### src/legPkg.sv
`default_nettype none

package legPkg;

	localparam int instrWidth = 32;
	localparam int regAddrWidth = 5;
	localparam int shamtWidth = 6;
	localparam int aluOpWidth = 3;

	// Hardwired zero register
	localparam logic [regAddrWidth-1:0] zeroReg = 5'd31;

	localparam logic [aluOpWidth-1:0] aluAdd = 3'd0;
	localparam logic [aluOpWidth-1:0] aluSub = 3'd1;
	localparam logic [aluOpWidth-1:0] aluAnd = 3'd2;
	localparam logic [aluOpWidth-1:0] aluOrr = 3'd3;
	localparam logic [aluOpWidth-1:0] aluEor = 3'd4;
	localparam logic [aluOpWidth-1:0] aluEnor = 3'd5;

	// R and D format, 11 bits
	localparam logic [10:0] opAdd = 11'b00101000000;
	localparam logic [10:0] opAnd = 11'b00101000010;
	localparam logic [10:0] opEor = 11'b00101000100;
	localparam logic [10:0] opEnor = 11'b00101000101;
	localparam logic [10:0] opLsl = 11'b00101000110;
	localparam logic [10:0] opLsr = 11'b00101000111;
	localparam logic [10:0] opOrr = 11'b00101001000;
	localparam logic [10:0] opSub = 11'b00101001001;
	localparam logic [10:0] opLdur = 11'b11010000000;
	localparam logic [10:0] opStur = 11'b11010000001;

	// I format, 10 bits
	localparam logic [9:0] opAddi = 10'b1000100000;
	localparam logic [9:0] opAndi = 10'b1000100010;
	localparam logic [9:0] opEori = 10'b1000100100;
	localparam logic [9:0] opEnori = 10'b1000100101;
	localparam logic [9:0] opOrri = 10'b1000100110;
	localparam logic [9:0] opSubi = 10'b1000100111;

	// MOVZ, top 9 bits; the two below are hw
	localparam logic [8:0] opMovz = 9'b110010101;

	typedef struct packed {
		logic [10:0] opcode;
		logic [regAddrWidth-1:0] rm;
		logic [shamtWidth-1:0] shamt;
		logic [regAddrWidth-1:0] rn;
		logic [regAddrWidth-1:0] rd;
	} rFormat;

	typedef struct packed {
		logic [9:0] opcode;
		logic [11:0] imm;
		logic [regAddrWidth-1:0] rn;
		logic [regAddrWidth-1:0] rd;
	} iFormat;

	typedef struct packed {
		logic [10:0] opcode;
		logic [8:0] offset;
		logic [1:0] op2;
		logic [regAddrWidth-1:0] rn;
		logic [regAddrWidth-1:0] rt;
	} dFormat;

	typedef union packed {
		rFormat rView;
		iFormat iView;
		dFormat dView;
	} instrWord;

endpackage

`default_nettype wire

### src/executeUnit.sv
`timescale 1ns/1ns
`default_nettype none

module executeUnit #(
	parameter int dataWidth = 64
) (
	input  logic [dataWidth-1:0] operandA,
	input  logic [dataWidth-1:0] operandB,
	input  logic [dataWidth-1:0] immediate,
	input  logic useImm,
	input  logic [legPkg::aluOpWidth-1:0] aluOp,
	input  logic [legPkg::shamtWidth-1:0] shamt,
	input  logic shiftLeft,
	input  logic shiftRight,
	output logic [dataWidth-1:0] result
);
	import legPkg::*;

	logic [dataWidth-1:0] aluB;
	logic [dataWidth-1:0] aluOut;

	assign aluB = useImm ? immediate : operandB;

	always_comb begin
		case (aluOp)
			aluAdd: aluOut = operandA + aluB;
			aluSub: aluOut = operandA - aluB;
			aluAnd: aluOut = operandA & aluB;
			aluOrr: aluOut = operandA | aluB;
			aluEor: aluOut = operandA ^ aluB;
			aluEnor: aluOut = ~(operandA ^ aluB);
			default: aluOut = operandA + aluB;
		endcase
	end

	// Shifts take priority over the ALU, zero fill both ways
	always_comb begin
		if (shiftLeft) begin
			result = operandA << shamt;
		end else if (shiftRight) begin
			result = operandA >> shamt;
		end else begin
			result = aluOut;
		end
	end

endmodule

`default_nettype wire

### config.mk
export PLATFORM = sky130hd
export DESIGN_NAME = executeUnit
export DESIGN_NICKNAME = d
export VERILOG_FILES = /design/src/legPkg.sv /design/src/executeUnit.sv
export SDC_FILE = /design/constraint.sdc
export NUM_CORES = 1
export LEC_CHECK = 0
export BUFFER_PORTS_ARGS = -buffer_cell sky130_fd_sc_hd__buf_4
export CAP_MARGIN = 15
export CORE_UTILIZATION = 50
export DETAILED_ROUTE_END_ITERATION = 7
export PLACE_DENSITY_LB_ADDON = 0.12
export SETUP_SLACK_MARGIN = 0.2
export SYNTH_ARGS = -nofsm -noshare
export SYNTH_HDL_FRONTEND = slang
export SYNTH_SLANG_ARGS = --single-unit
### constraint.sdc
create_clock -name vclk -period 13.11
set_input_delay 2.622 -clock vclk [all_inputs]
set_output_delay 2.622 -clock vclk [all_outputs]
set_load 0.03 [all_outputs]
==> results.py <==
metrics = {
    "worst_setup_path": {
        "path_cells": "buf_4 > buf_4 > mux2i_1 > inv_2 > nor4_1 > nand2_1 > nor3_1 > nand3_1 > a21oi_2 > xnor2_1 > ha_1 > and3_1 > nand2_1 > or4_1 > o311a_1 > o31ai_1 > nand2_1 > buf_4",
        "cp_slowest_stage_delay_ns": 0.84,
        "arrival_ns": 9.40,
        "critical_path.slowest_cell": "mux2i_1",
        "start_kind": "input pin",
        "cp.required_ns": 10.49,
        "crit_path_max_fanout": 59,
        "cp-end-kind": "output pin",
        "crit_type": "input pin to output pin",
        "crit_buf_inv": 4,
        "crit_family": "simple AND/OR/NAND/NOR gates",
    },
    "die": {
        "start_util": 0.5071,
        "die_x_um": 197.2,
        "core_um2": 37580,
        "ios": 268,
        "die_y_um": 197.2,
        "num_rows": 71,
        "dieArea_um2": 38900,
    },
    "sta": {
        "post-route-period-util": 0.9173,
        "setup_viol": 0,
        "rsz0062_at_grt": "no",
        "hold_violations": 0,
        "tightestPinTransition_ns": 1.240,
        "drv_slew": 0,
        "maxSlewHeadroom": 0.1732,
        "fin_tns_setup_ns": 0,
        "post-route-min-period_ns": 12.03,
        "max_freq_mhz": 83.15,
    },
    "global_routing": {
        "grt_pass1_wl_mm": 144.2,
        "grt_max_degree": 80,
        "track_usage": 0.5043,
        "grt_overflow": 0,
        "grt_pass1_vias": 21350,
        "antenna_found_initial": 8,
    },
    "place": {
        "post-dp-hpwl_mm": 77.82,
        "portBuffers": 268,
        "place.gp.congestion": 1.137,
    },
    "logic_synthesis": {
        "syn_area_per_cell_um2": 7.218,
        "synth_area_um2": 19060,
        "ys_seq_area_frac": 0,
        "synthCells": 2640,
        "synth_warnings": 0,
        "synth_nets": 3037,
        "synth.distinct_cells": 94,
    },
    "outcome": {
        "status": "finished, violations left",
        "violations": "DRC",
    },
    "cells_and_area": {
        "fin_nets": 3133,
        "seq_cell_count": 0,
        "nClkBuffers": 0,
        "ff_latch_area_um2": 0,
        "multi_input_area_um2": 17530,
        "n_fill_cell": 3650,
        "area_growth_pct": 11.09,
        "post-route-util": 0.5633,
        "drive_above_1_share": 0.1862,
    },
    "route": {
        "vias": 23490,
        "remaining_drc_errors": 20,
        "ant_nets": 0,
        "drt_iter0_markers": 3997,
        "wl_per_cell_um": 30.99,
        "routed_wirelength_mm": 100.7,
        "vias_per_cell": 7.230,
        "firstDrtPassIters": 8,
    },
    "clock_tree": {
        "postCtsSetupBuffers": 0,
        "cts_resized": 0,
        "holdBufCountCts": 0,
    },
    "min_path": {
        "hold_depth": 3,
        "hp-class": "input pin to output pin",
        "min_from": "shiftLeft",
        "hold_end": "result[55]",
    },
    "flow_run": {
        "maxCapViolCount": 0,
    },
}
## cell families after synthesis
kind of cell / Yosys count / synth area share
xor+xnor: 177 / 0.08135
fa+ha+maj: 193 / 0.1271
compound gates: 747 / 0.2521
mux: 382 / 0.2823
simple gates: 748 / 0.1766
buf+inv: 393 / 0.08050
## synthesized netlist by cell type (all sizes together), types with 24 or more instances
cell | number | share of area
a221oi | 24 | 0.011
o22ai | 74 | 0.024
nand4 | 32 | 0.011
mux4 | 119 | 0.14
a21oi | 227 | 0.060
a21o | 33 | 0.013
nor3 | 65 | 0.017
a211oi | 51 | 0.020
ha | 192 | 0.13
mux2i | 212 | 0.11
nand2 | 189 | 0.037
nor2 | 323 | 0.064
mux2 | 51 | 0.030
inv | 180 | 0.035
clkbuf | 145 | 0.029
nand3 | 37 | 0.0097
xor2 | 53 | 0.024
buf | 66 | 0.016
o21ai | 143 | 0.038
xnor2 | 124 | 0.057
## through the flow
step | area, um^2 | std cells | worst slack (ns) | hold slack [ns]
after floorplan | 19060 | 2640 | 1.337 | 5.587
after global placement | 21140 | 3243 | 1.626 | 5.884
after global routing | 21160 | 3245 | 0.9176 | 5.944
final | 21170 | 3249 | 1.084 | 5.920
after detailed placement | 21140 | 3243 | 1.496 | 5.895
after CTS | 21140 | 3243 | 1.487 | 5.892
## placed cells by master (no fill, tap or decap), types with 51 or more instances in the layout
cell type / instances
o21ai_0: 121
ha_1: 192
mux4_2: 119
buf_4: 301
nor2_1: 317
nand2_1: 188
a211oi_1: 51
xor2_1: 53
inv_1: 172
nor3_1: 63
o22ai_1: 74
mux2i_1: 211
a21oi_1: 226
xnor2_1: 124
## tightest hold or removal path: stages
cell     delay, ns
buf_4         0.28
a21oi_1       0.21
buf_4         0.18
## final cells by class
class / instances / area share
repair buffers: 305 / 0.1086
well taps: 511 / 0.03020
multi-input cells: 2247 / 0.8283
diodes: 4 / 0.0004728
inverters: 182 / 0.03245
## worst max path at each step
stage	start	endpoint	slack (ns)	cells past startpoint
2_1_floorplan	useImm	result[44]	1.34	27
3_3_place_gp	useImm	result[62]	1.63	18
3_5_place_dp	useImm	result[44]	1.50	21
4_1_cts	useImm	result[44]	1.49	21
5_1_grt	useImm	result[41]	0.92	21
6_report	useImm	result[62]	1.08	18
## per-layer routing
layer	global-route usage	vias up	part of all wire
li1	-	9965	-
met1	0.6249	11100	0.36
met2	0.7290	1944	0.41
met3	0.2093	472	0.16
met4	0.2908	6	0.076
met5	0	-	0.00039
