[src/legPkg.sv]
`default_nettype none

package legPkg;

	localparam int instrWidth = 32;
	localparam int regAddrWidth = 5;
	localparam int shamtWidth = 6;
	localparam int aluOpWidth = 3;

	// Hardwired zero register
	localparam logic [regAddrWidth-1:0] zeroReg = 5'd31;

	localparam logic [aluOpWidth-1:0] aluAdd = 3'd0;
	localparam logic [aluOpWidth-1:0] aluSub = 3'd1;
	localparam logic [aluOpWidth-1:0] aluAnd = 3'd2;
	localparam logic [aluOpWidth-1:0] aluOrr = 3'd3;
	localparam logic [aluOpWidth-1:0] aluEor = 3'd4;
	localparam logic [aluOpWidth-1:0] aluEnor = 3'd5;

	// R and D format, 11 bits
	localparam logic [10:0] opAdd = 11'b00101000000;
	localparam logic [10:0] opAnd = 11'b00101000010;
	localparam logic [10:0] opEor = 11'b00101000100;
	localparam logic [10:0] opEnor = 11'b00101000101;
	localparam logic [10:0] opLsl = 11'b00101000110;
	localparam logic [10:0] opLsr = 11'b00101000111;
	localparam logic [10:0] opOrr = 11'b00101001000;
	localparam logic [10:0] opSub = 11'b00101001001;
	localparam logic [10:0] opLdur = 11'b11010000000;
	localparam logic [10:0] opStur = 11'b11010000001;

	// I format, 10 bits
	localparam logic [9:0] opAddi = 10'b1000100000;
	localparam logic [9:0] opAndi = 10'b1000100010;
	localparam logic [9:0] opEori = 10'b1000100100;
	localparam logic [9:0] opEnori = 10'b1000100101;
	localparam logic [9:0] opOrri = 10'b1000100110;
	localparam logic [9:0] opSubi = 10'b1000100111;

	// MOVZ, top 9 bits; the two below are hw
	localparam logic [8:0] opMovz = 9'b110010101;

	typedef struct packed {
		logic [10:0] opcode;
		logic [regAddrWidth-1:0] rm;
		logic [shamtWidth-1:0] shamt;
		logic [regAddrWidth-1:0] rn;
		logic [regAddrWidth-1:0] rd;
	} rFormat;

	typedef struct packed {
		logic [9:0] opcode;
		logic [11:0] imm;
		logic [regAddrWidth-1:0] rn;
		logic [regAddrWidth-1:0] rd;
	} iFormat;

	typedef struct packed {
		logic [10:0] opcode;
		logic [8:0] offset;
		logic [1:0] op2;
		logic [regAddrWidth-1:0] rn;
		logic [regAddrWidth-1:0] rt;
	} dFormat;

	typedef union packed {
		rFormat rView;
		iFormat iView;
		dFormat dView;
	} instrWord;

endpackage

`default_nettype wire

[src/fetchUnit.sv]
`timescale 1ns/1ns
`default_nettype none

module fetchUnit (
	input  logic clk,
	input  logic reset,
	input  legPkg::instrWord instr,
	output logic [63:0] iaddr,
	output legPkg::instrWord decodeInstr
);
	import legPkg::*;

	// No branches, so the PC only steps one word
	always_ff @(posedge clk or posedge reset) begin
		if (reset) begin
			iaddr <= '0;
		end else begin
			iaddr <= iaddr + 64'(instrWidth / 8);
		end
	end

	// All-zero word decodes as NOP
	always_ff @(posedge clk or posedge reset) begin
		if (reset) begin
			decodeInstr <= '0;
		end else begin
			decodeInstr <= instr;
		end
	end

endmodule

`default_nettype wire

[config.mk]
export PLATFORM = sky130hd
export DESIGN_NAME = fetchUnit
export DESIGN_NICKNAME = d
export VERILOG_FILES = /design/src/legPkg.sv /design/src/fetchUnit.sv
export SDC_FILE = /design/constraint.sdc
export NUM_CORES = 1
export LEC_CHECK = 0
export BUFFER_PORTS_ARGS = -buffer_cell sky130_fd_sc_hd__buf_2
export CAP_MARGIN = 20
export CELL_PAD_IN_SITES_DETAIL_PLACEMENT = 0
export CELL_PAD_IN_SITES_GLOBAL_PLACEMENT = 2
export CORE_MARGIN = 3
export CORE_UTILIZATION = 29
export CTS_BUF_LIST = sky130_fd_sc_hd__clkbuf_4 sky130_fd_sc_hd__clkbuf_8
export DETAILED_ROUTE_END_ITERATION = 7
export PLACE_DENSITY = 0.83
export REMOVE_ABC_BUFFERS = 1
export SKIP_LAST_GASP = 1
export SYNTH_ARGS = -nofsm -noshare
export SYNTH_HDL_FRONTEND = slang
export SYNTH_SLANG_ARGS = --single-unit
[constraint.sdc]
create_clock -name clk -period 3.1 [get_ports clk]
set_input_delay 0.62 -clock clk [delete_from_list [all_inputs] [get_ports clk]]
set_output_delay 0.62 -clock clk [all_outputs]
set_load 0.02 [all_outputs]
==> out/metrics.csv <==
stage,metric,value,unit
finish,most frequent cells in the layout,"buf_2 (127), dfrtp_1 (94), xnor2_1 (32)",
finish,fin cells,611,
routing,Pre-antenna DRT Iters,5,
synth,Synth area leader,dfrtp_1,
global_route,initial antenna violation count,0,
routing,DRC errors left,0,
floorplanning,Core ar.,12260,um2
synth,synthesized cell area,3725,um2
placed_design,routability cong.,0.7716,
finish,# nets final,473,
global_route,GRT Residual Overflow,0,
floorplanning,I/O pins,130,
synth,Synth area leaders,"dfrtp_1 (63%), xnor2_1 (7.5%), xor2_1 (6.6%)",
routing,Total Wirelength,9237,um
worst_setup_path,crit-path leading delay family,simple AND/OR/NAND/NOR gates,
global_route,first-pass GRT wire length,15020,um
placed_design,number of I/O port buffers,127,
timing,Final Cycle Share,0.7292,
worst_setup_path,Crit Path Category,reg -> reg,
placed_design,hpwl dp,7030,um
clocking,CTS buffer count,9,
worst_setup_path,CP Launch Type,flip-flop,
synth,Synth Register Bits,94,
synth,syn avg cell area,12.37,um2
clocking,H-tree levels,3,
worst_setup_path,"Req. time, crit path",3400,ps
worst_setup_path,slowest CP cell,dfrtp_1,
synth,synth unique cells,26,
floorplanning,die width,119.3,um
routing,Vias,2745,
synth,share of the synthesized area in the top cell type,0.6315,
floorplanning,std cell rows,40,
floorplanning,Die Y-Extent,119.3,um
clocking,Sink Count,94,
clocking,CTS tree,done,
worst_setup_path,Worst Path Max Fanout,6,
worst_setup_path,"Buf+Inv Stages, Crit Path",0,
worst_setup_path,Arrival @ worst endpoint,2560,ps
worst_setup_path,CP Capture Type,flip-flop,
worst_setup_path,register-to-register setup slack,840,ps
timing,Setup-failing EPs final,0,
placed_design,pre-CTS setup slack,897.0,ps
finish,share of cells above drive strength 1,0.3499,
finish,Area growth syn-to-layout,28.65,%
worst_setup_path,"most used cell, CP",nor3_1,
timing,fin crit period,2261,ps
routing,Detail Route Antenna Nets,0,
power_and_ir_drop,PwrDens,475.6,nW/um2
synth,YS warnings,0,
timing,Least-Margin Pin Slew,806.0,ps
timing,Max Freq,0.4424,GHz
power_and_ir_drop,Max IR drop VDD,0.1817,mV
timing,RSZ-0062 raised after global routing,false,
timing,clk_skew,12.46,ps
clocking,Longest Clk Path Bufs,2,
floorplanning,Initial Utilization,0.3038,
clocking,hold buffer count at cts,0,
placed_design,DP Cell Count,595,
timing,relative max-transition margin,0.4627,
finish,fin area,4792,um2
clocking,clk slew on worst S/H paths,100,ps
floorplanning,Die ar.,14240,um2
finish,final core occ,0.3908,
worst_hold_path,hold crit path type,in -> reg,
finish,Antenna Cells,0,
synth,sequential element share of the synthesized area,0.6315,
job,Max-cap violations,0,
worst_setup_path,Max stage delay on crit path,450,ps
placed_design,Post-DP Area,4561,um2
routing,drt initial violations,138,
synth,Mapped Cells,301,
routing,Via density,4.493,
power_and_ir_drop,Leak Pwr,2.477,nW
timing,Setup Total Neg Slack,0,ps
worst_setup_path,"Cell Chain, Critical Path","ha_1, nand3_1, nor3_1, nand4_1, nor3_1, xnor2_1",
finish,Filler cells,1232,
clocking,post-cts resize count,0,
timing,final slew viol count,0,
timing,final setup margin,839.5,ps
clocking,root buf cell,clkbuf_8,
finish,"commonest non-fill, non-tap cell in the layout",buf_2,
global_route,total global-route track usage,0.1355,
global_route,vias in the first global route,2812,
clocking,worst skew pair latency,380,ps
status,status,"finished, final reports clean",
timing,final hold vios,0,
global_route,largest net degree at the start of global routing,46,
routing,wire per inst,15.12,um
clocking,postcts setup bufs,0,
## path summary, 6_finish.rpt
path,start,endpoint,depth (start not counted)
worst max-delay path,iaddr[2],iaddr[56],6
worst min-delay path,instr[6],decodeInstr[6],1
worst max register to register,iaddr[2],iaddr[56],6
worst min register to register,iaddr[63],iaddr[63],1
max in group asynchronous,reset,iaddr[54],3
min in group asynchronous,reset,decodeInstr[3],2
## cell families after synthesis
| group | count (synthesis) | synth area share |
|---|---|---|
| xor+xnor | 60 | 0.1411 |
| simple gates | 132 | 0.2059 |
| buf+inv | 13 | 0.01713 |
| fa+ha+maj | 1 | 0.003359 |
| flops | 94 | 0.6315 |
| other cells | 1 | 0.001007 |
## cells in the mapped netlist
| library cell | n |
|---|---|
| xor2_1 | 28 |
| nor4_1 | 5 |
| buf_4 | 2 |
| nor4_4 | 3 |
| nand2_1 | 22 |
| nand2b_1 | 1 |
| and3_1 | 5 |
| and3_2 | 1 |
| nor4b_4 | 1 |
| nor3_1 | 11 |
| dfrtp_1 | 94 |
| nand4_1 | 20 |
| nor3b_2 | 1 |
| xnor2_1 | 32 |
| nor2_1 | 25 |
| clkbuf_1 | 1 |
| nand4_4 | 1 |
| nand4_2 | 1 |
| nor2b_1 | 1 |
| nand3_2 | 1 |
| conb_1 | 1 |
| inv_1 | 9 |
| buf_6 | 1 |
| and4_1 | 5 |
| ha_1 | 1 |
| nand3_1 | 28 |
## per-stage QoR
stage / power, mW / hold slack [ps]
after floorplan: 1.324 / 577.7
after global placement: 1.375 / 473.6
after detailed placement: 1.377 / 461.5
after CTS: 2.321 / 312.8
after global routing: 2.377 / 307.1
final: 2.279 / 343.4
## per-layer routing
metal | share of wire | wire (um) | up-vias | global-route usage
met4 | 0.016 | 145 | 0 | 0.05225
met3 | 0.075 | 694 | 11 | 0.05081
met5 | 0 | 0 | - | 0
met1 | 0.45 | 4151 | 1343 | 0.1720
met2 | 0.46 | 4246 | 87 | 0.2102
li1 | - | - | 1304 | -
## where the power goes
| group | total, mW | switching, mW | internal, mW |
|---|---|---|---|
| clock | 0.930 | 0.449 | 0.482 |
| sequential | 1.25 | 0.00517 | 1.25 |
| combinational | 0.0978 | 0.0672 | 0.0305 |
## state kept, by name (all words and copies together) (netlist names)
signal       cells
iaddr           62
decodeInstr     32
## area by class of cell
class,count,area [um2],area share
sequential,94,2352,0.4909
timing repair buffer,129,650.6,0.1358
clock buffer,10,137.6,0.02872
inverter,9,35.03,0.007311
tap,168,210.2,0.04386
multi-input combinational,195,1313,0.2739
clock inverter,6,93.84,0.01958
(Power assumes the default switching activity.)
