`config.mk`:
```
export PLATFORM = sky130hd
export DESIGN_NAME = instrDecoder
export DESIGN_NICKNAME = d
export VERILOG_FILES = /design/src/legPkg.sv /design/src/instrDecoder.sv
export SDC_FILE = /design/constraint.sdc
export NUM_CORES = 1
export LEC_CHECK = 0
export BUFFER_PORTS_ARGS = -buffer_cell sky130_fd_sc_hd__buf_2
export CAP_MARGIN = 10
export CORE_MARGIN = 2
export CORE_UTILIZATION = 35
export DETAILED_ROUTE_END_ITERATION = 12
export MAX_ROUTING_LAYER = met4
export PLACE_DENSITY = 0.95
export REMOVE_ABC_BUFFERS = 1
export SLEW_MARGIN = 20
export SYNTH_ARGS = -nofsm -noshare
export SYNTH_HDL_FRONTEND = slang
export SYNTH_SLANG_ARGS = --single-unit
```
`constraint.sdc`:
```
create_clock -name vclk -period 2.4
set_clock_uncertainty 0.1 [all_clocks]
set_input_delay 0.12 -clock vclk [all_inputs]
set_output_delay 0.12 -clock vclk [all_outputs]
set_load 0.01 [all_outputs]
```
`src/legPkg.sv`:
```
`default_nettype none

package legPkg;

	localparam int instrWidth = 32;
	localparam int regAddrWidth = 5;
	localparam int shamtWidth = 6;
	localparam int aluOpWidth = 3;

	// Hardwired zero register
	localparam logic [regAddrWidth-1:0] zeroReg = 5'd31;

	localparam logic [aluOpWidth-1:0] aluAdd = 3'd0;
	localparam logic [aluOpWidth-1:0] aluSub = 3'd1;
	localparam logic [aluOpWidth-1:0] aluAnd = 3'd2;
	localparam logic [aluOpWidth-1:0] aluOrr = 3'd3;
	localparam logic [aluOpWidth-1:0] aluEor = 3'd4;
	localparam logic [aluOpWidth-1:0] aluEnor = 3'd5;

	// R and D format, 11 bits
	localparam logic [10:0] opAdd = 11'b00101000000;
	localparam logic [10:0] opAnd = 11'b00101000010;
	localparam logic [10:0] opEor = 11'b00101000100;
	localparam logic [10:0] opEnor = 11'b00101000101;
	localparam logic [10:0] opLsl = 11'b00101000110;
	localparam logic [10:0] opLsr = 11'b00101000111;
	localparam logic [10:0] opOrr = 11'b00101001000;
	localparam logic [10:0] opSub = 11'b00101001001;
	localparam logic [10:0] opLdur = 11'b11010000000;
	localparam logic [10:0] opStur = 11'b11010000001;

	// I format, 10 bits
	localparam logic [9:0] opAddi = 10'b1000100000;
	localparam logic [9:0] opAndi = 10'b1000100010;
	localparam logic [9:0] opEori = 10'b1000100100;
	localparam logic [9:0] opEnori = 10'b1000100101;
	localparam logic [9:0] opOrri = 10'b1000100110;
	localparam logic [9:0] opSubi = 10'b1000100111;

	// MOVZ, top 9 bits; the two below are hw
	localparam logic [8:0] opMovz = 9'b110010101;

	typedef struct packed {
		logic [10:0] opcode;
		logic [regAddrWidth-1:0] rm;
		logic [shamtWidth-1:0] shamt;
		logic [regAddrWidth-1:0] rn;
		logic [regAddrWidth-1:0] rd;
	} rFormat;

	typedef struct packed {
		logic [9:0] opcode;
		logic [11:0] imm;
		logic [regAddrWidth-1:0] rn;
		logic [regAddrWidth-1:0] rd;
	} iFormat;

	typedef struct packed {
		logic [10:0] opcode;
		logic [8:0] offset;
		logic [1:0] op2;
		logic [regAddrWidth-1:0] rn;
		logic [regAddrWidth-1:0] rt;
	} dFormat;

	typedef union packed {
		rFormat rView;
		iFormat iView;
		dFormat dView;
	} instrWord;

endpackage

`default_nettype wire

```
`src/instrDecoder.sv`:
```
`timescale 1ns/1ns
`default_nettype none

module instrDecoder (
	input  legPkg::instrWord instr,
	output logic [legPkg::regAddrWidth-1:0] readRegA,
	output logic [legPkg::regAddrWidth-1:0] readRegB,
	output logic [legPkg::regAddrWidth-1:0] destReg,
	output logic [63:0] immediate,
	output logic [legPkg::shamtWidth-1:0] shamt,
	output logic [legPkg::aluOpWidth-1:0] aluOp,
	output logic useImm,
	output logic shiftLeft,
	output logic shiftRight,
	output logic regWrite,
	output logic memWrite,
	output logic memToReg
);
	import legPkg::*;

	logic rValid;
	logic [aluOpWidth-1:0] rAluOp;
	logic iValid;
	logic [aluOpWidth-1:0] iAluOp;
	logic isLsl;
	logic isLsr;
	logic isLdur;
	logic isStur;
	logic isMovz;
	logic [15:0] movImm;
	logic [1:0] movHw;

	// Register-register ops
	always_comb begin
		rValid = 1'b1;
		rAluOp = aluAdd;
		case (instr.rView.opcode)
			opAdd: rAluOp = aluAdd;
			opSub: rAluOp = aluSub;
			opAnd: rAluOp = aluAnd;
			opOrr: rAluOp = aluOrr;
			opEor: rAluOp = aluEor;
			opEnor: rAluOp = aluEnor;
			default: rValid = 1'b0;
		endcase
	end

	// Immediate ops
	always_comb begin
		iValid = 1'b1;
		iAluOp = aluAdd;
		case (instr.iView.opcode)
			opAddi: iAluOp = aluAdd;
			opSubi: iAluOp = aluSub;
			opAndi: iAluOp = aluAnd;
			opOrri: iAluOp = aluOrr;
			opEori: iAluOp = aluEor;
			opEnori: iAluOp = aluEnor;
			default: iValid = 1'b0;
		endcase
	end

	assign isLsl = instr.rView.opcode == opLsl;
	assign isLsr = instr.rView.opcode == opLsr;
	assign isLdur = instr.dView.opcode == opLdur;
	assign isStur = instr.dView.opcode == opStur;
	assign isMovz = instr.rView.opcode[10:2] == opMovz;

	// MOVZ fields overlay the R-format positions
	assign movHw = instr.rView.opcode[1:0];
	assign movImm = {instr.rView.rm, instr.rView.shamt, instr.rView.rn};

	always_comb begin
		readRegA = instr.rView.rn;
		readRegB = instr.rView.rm;
		destReg = instr.rView.rd;
		shamt = instr.rView.shamt;
		immediate = '0;
		aluOp = aluAdd;
		useImm = 1'b0;
		shiftLeft = isLsl;
		shiftRight = isLsr;
		regWrite = rValid | iValid | isLsl | isLsr | isLdur | isMovz;
		memWrite = isStur;
		memToReg = isLdur;
		if (rValid) begin
			aluOp = rAluOp;
		end else if (iValid) begin
			aluOp = iAluOp;
			useImm = 1'b1;
			immediate = 64'(instr.iView.imm);
		end else if (isLdur || isStur) begin
			// Address is base plus unsigned byte offset
			useImm = 1'b1;
			immediate = 64'(instr.dView.offset);
			readRegB = instr.dView.rt;
		end else if (isMovz) begin
			useImm = 1'b1;
			readRegA = zeroReg;
			immediate = 64'(movImm) << {movHw, 4'b0000};
		end
	end

endmodule

`default_nettype wire

```
==> impl_metrics.py <==
metrics = {
    "floorplan": {
        "ios": 126,
        "rows": 20,
        "start_util": 0.363,
        "core_um2": 3030,
        "die_area_um2": 3610,
        "die_y_um": 60.1,
        "die_x_um": 60.1,
    },
    "worst_hold_path": {
        "hold_path.class": "in2out",
        "min_path_cells": 2,
        "min_from": "instr[0]",
        "worstHoldEndpoint": "destReg[0]",
    },
    "global_routing": {
        "grt_start_max_net_pins": 17,
        "grt_pass1_vias": 1272,
        "gr-total-overflow": 0,
        "grt_usage": 0.207,
        "grt_pass1_wl_um": 5840,
        "antenna_found_initial": 0,
    },
    "final_layout": {
        "fin_cells": 311,
        "num_antenna_cells": 0,
        "regArea_um2": 0,
        "nNetsFinal": 301,
        "seq_cell_count": 0,
        "syn_to_final_growth_pct": 52.6,
        "layout-drive-gt1-share": 0.573,
        "clock_buffers": 0,
    },
    "drt": {
        "wl_per_cell_um": 12.9,
        "routed_wl_um": 4010,
        "via_count": 1557,
        "via_per_inst": 5.01,
        "detail-route-antenna-nets": 0,
        "dr.pass1.iters": 4,
        "drt_iter0_markers": 69,
        "drc": 0,
    },
    "cts": {
        "holdBufCountCts": 0,
        "post_cts_buffers": 0,
        "cts_resized": 0,
    },
    "setup_path": {
        "cp-end-kind": "output pin",
        "crit_chain": "buf_2 > or3b_4 > or2_4 > nor3_4 > and2_1 > buf_2",
        "worstPathArrival_ns": 1.75,
        "cpMaxStageDelayCell": "nor3_4",
        "required_ns": 2.18,
        "crit_top_cell": "buf_2",
        "path_max_fanout": 16,
        "startpoint_type": "input port",
        "worst_path_largest_cell_delay_ns": 0.47,
        "critPathKind": "in2out",
    },
    "power_and_ir_drop": {
        "p_per_area_nw_per_um2": 77.2,
        "p_leak_nw": 1.02,
        "ir_worst_vdd_mv": 0.0432,
    },
    "timing": {
        "final-hold-violation-count": 0,
        "layout_setup_ws_ns": 0.432,
        "finalSetupViolCount": 0,
        "period_share": 0.820,
        "max_freq_mhz": 508,
        "maxSlewViolCount": 0,
        "max_slew_margin": 0.586,
        "worst_slew_pin_slew_ns": 0.619,
        "setup_tns_ns": 0,
        "rsz0062_at_grt": "no",
        "final.min_clock_period_ns": 1.97,
    },
    "synth": {
        "yosysUniqueCellTypes": 40,
        "synth_area_per_cell_um2": 6.92,
        "synthCells": 159,
        "yosys_warnings": 0,
        "ys_seq_area_frac": 0,
        "syn-cell-area_um2": 1100,
    },
    "placement": {
        "place_inst": 311,
        "post-place-ws_ns": 0.415,
        "dpl.hpwl_um": 3220,
        "gp_congestion": 0.897,
        "port_buffers": 126,
    },
    "outcome": {
        "run_status": "finished, final reports clean",
    },
    "job": {
        "max_cap_viol_count": 0,
    },
}
report_power, final:
group          internal, W  leakage (nW)  switching (W)  total, W
Sequential               0             0              0         0
Combinational    0.0000561          1.02      0.0000733  0.000129
Clock                    0             0              0         0
Total            0.0000561          1.02      0.0000733  0.000129
placed cells by master (no fill, tap or decap), types with 2 or more instances in the layout:
| cell type | synthesis | final |
|---|---|---|
| a21oi_1 | 5 | 5 |
| a221oi_1 | 5 | 5 |
| a222oi_1 | 3 | 3 |
| a22o_1 | 3 | 3 |
| and2_1 | 52 | 52 |
| buf_2 | 3 | 126 |
| buf_4 | 13 | 4 |
| inv_1 | 5 | 5 |
| mux2_2 | 6 | 6 |
| nand2_1 | 5 | 5 |
| nand2b_1 | 6 | 6 |
| nand3_1 | 2 | 2 |
| nor2_1 | 5 | 5 |
| nor2b_1 | 3 | 3 |
| nor3_1 | 2 | 2 |
| nor3_4 | 2 | 2 |
| o21ai_0 | 2 | 2 |
| o21bai_1 | 5 | 5 |
| o32ai_1 | 2 | 2 |
| or2_2 | 5 | 5 |
| or3b_2 | 2 | 2 |
routing by layer:
metal	up-vias	global-route usage	share of wire
li1	767	-	-
met1	722	0.233	0.39
met5	-	-	0
met2	66	0.410	0.54
met4	0	0.0190	0.0035
met3	2	0.00866	0.066
worst max-delay path: cells and delay by family:
kind | cells | cell delay [ns]
buffers and inverters | 2 | 0.23
AND/OR/NAND/NOR | 4 | 1.39
per-stage QoR:
stage	total power, W	hold WS, ns	instance area, um^2	utilization
2_1_floorplan	0.0000456	0.140	962	-
4_1_cts	0.000130	0.340	1680	0.554
3_5_place_dp	0.000129	0.340	1680	0.554
3_3_place_gp	0.000127	0.335	1680	0.554
5_1_grt	0.000142	0.347	1680	0.554
6_report	0.000129	0.339	1680	0.554
Yosys cell counts (2+ instances only):
master	instances	area (um^2)
mux2_2	6	67.6
nor2_1	5	18.8
a221oi_1	5	43.8
buf_4	13	97.6
inv_1	5	18.8
nor2b_1	3	18.8
nor3_4	2	32.5
buf_2	3	15.0
clkbuf_1	4	15.0
clkbuf_2	2	10.0
nand2_1	5	18.8
o32ai_1	2	17.5
o21bai_1	5	37.5
nand2b_1	6	37.5
a21oi_1	5	25.0
o21ai_0	2	10.0
a222oi_1	3	30.0
or3b_2	2	17.5
nor3_1	2	10.0
and2_1	52	325
a22o_1	3	26.3
or2_2	5	31.3
nand3_1	2	10.0
final cells by class:
cell class / count / area [um^2]
fill: 315 / 1350
inverter: 5 / 18.8
multi-input combinational: 132 / 943
tap: 44 / 55.1
timing repair buffer: 130 / 661
cells by family after synthesis:
| logic type | Yosys count | share of synthesized area |
|---|---|---|
| simple gates | 95 | 0.577 |
| compound gates | 31 | 0.220 |
| buf+inv | 27 | 0.142 |
| mux | 6 | 0.0614 |
how the worst max path moves through the flow:
stage	start	endpoint	slack, ns	depth (start not counted)
after floorplan	instr[26]	immediate[4]	0.52	4
after global placement	instr[26]	immediate[20]	0.44	6
after detailed placement	instr[26]	immediate[42]	0.41	6
after CTS	instr[26]	immediate[42]	0.41	6
after global routing	instr[26]	immediate[26]	0.35	6
final	instr[26]	immediate[29]	0.43	6
(Power assumes the default switching activity.)
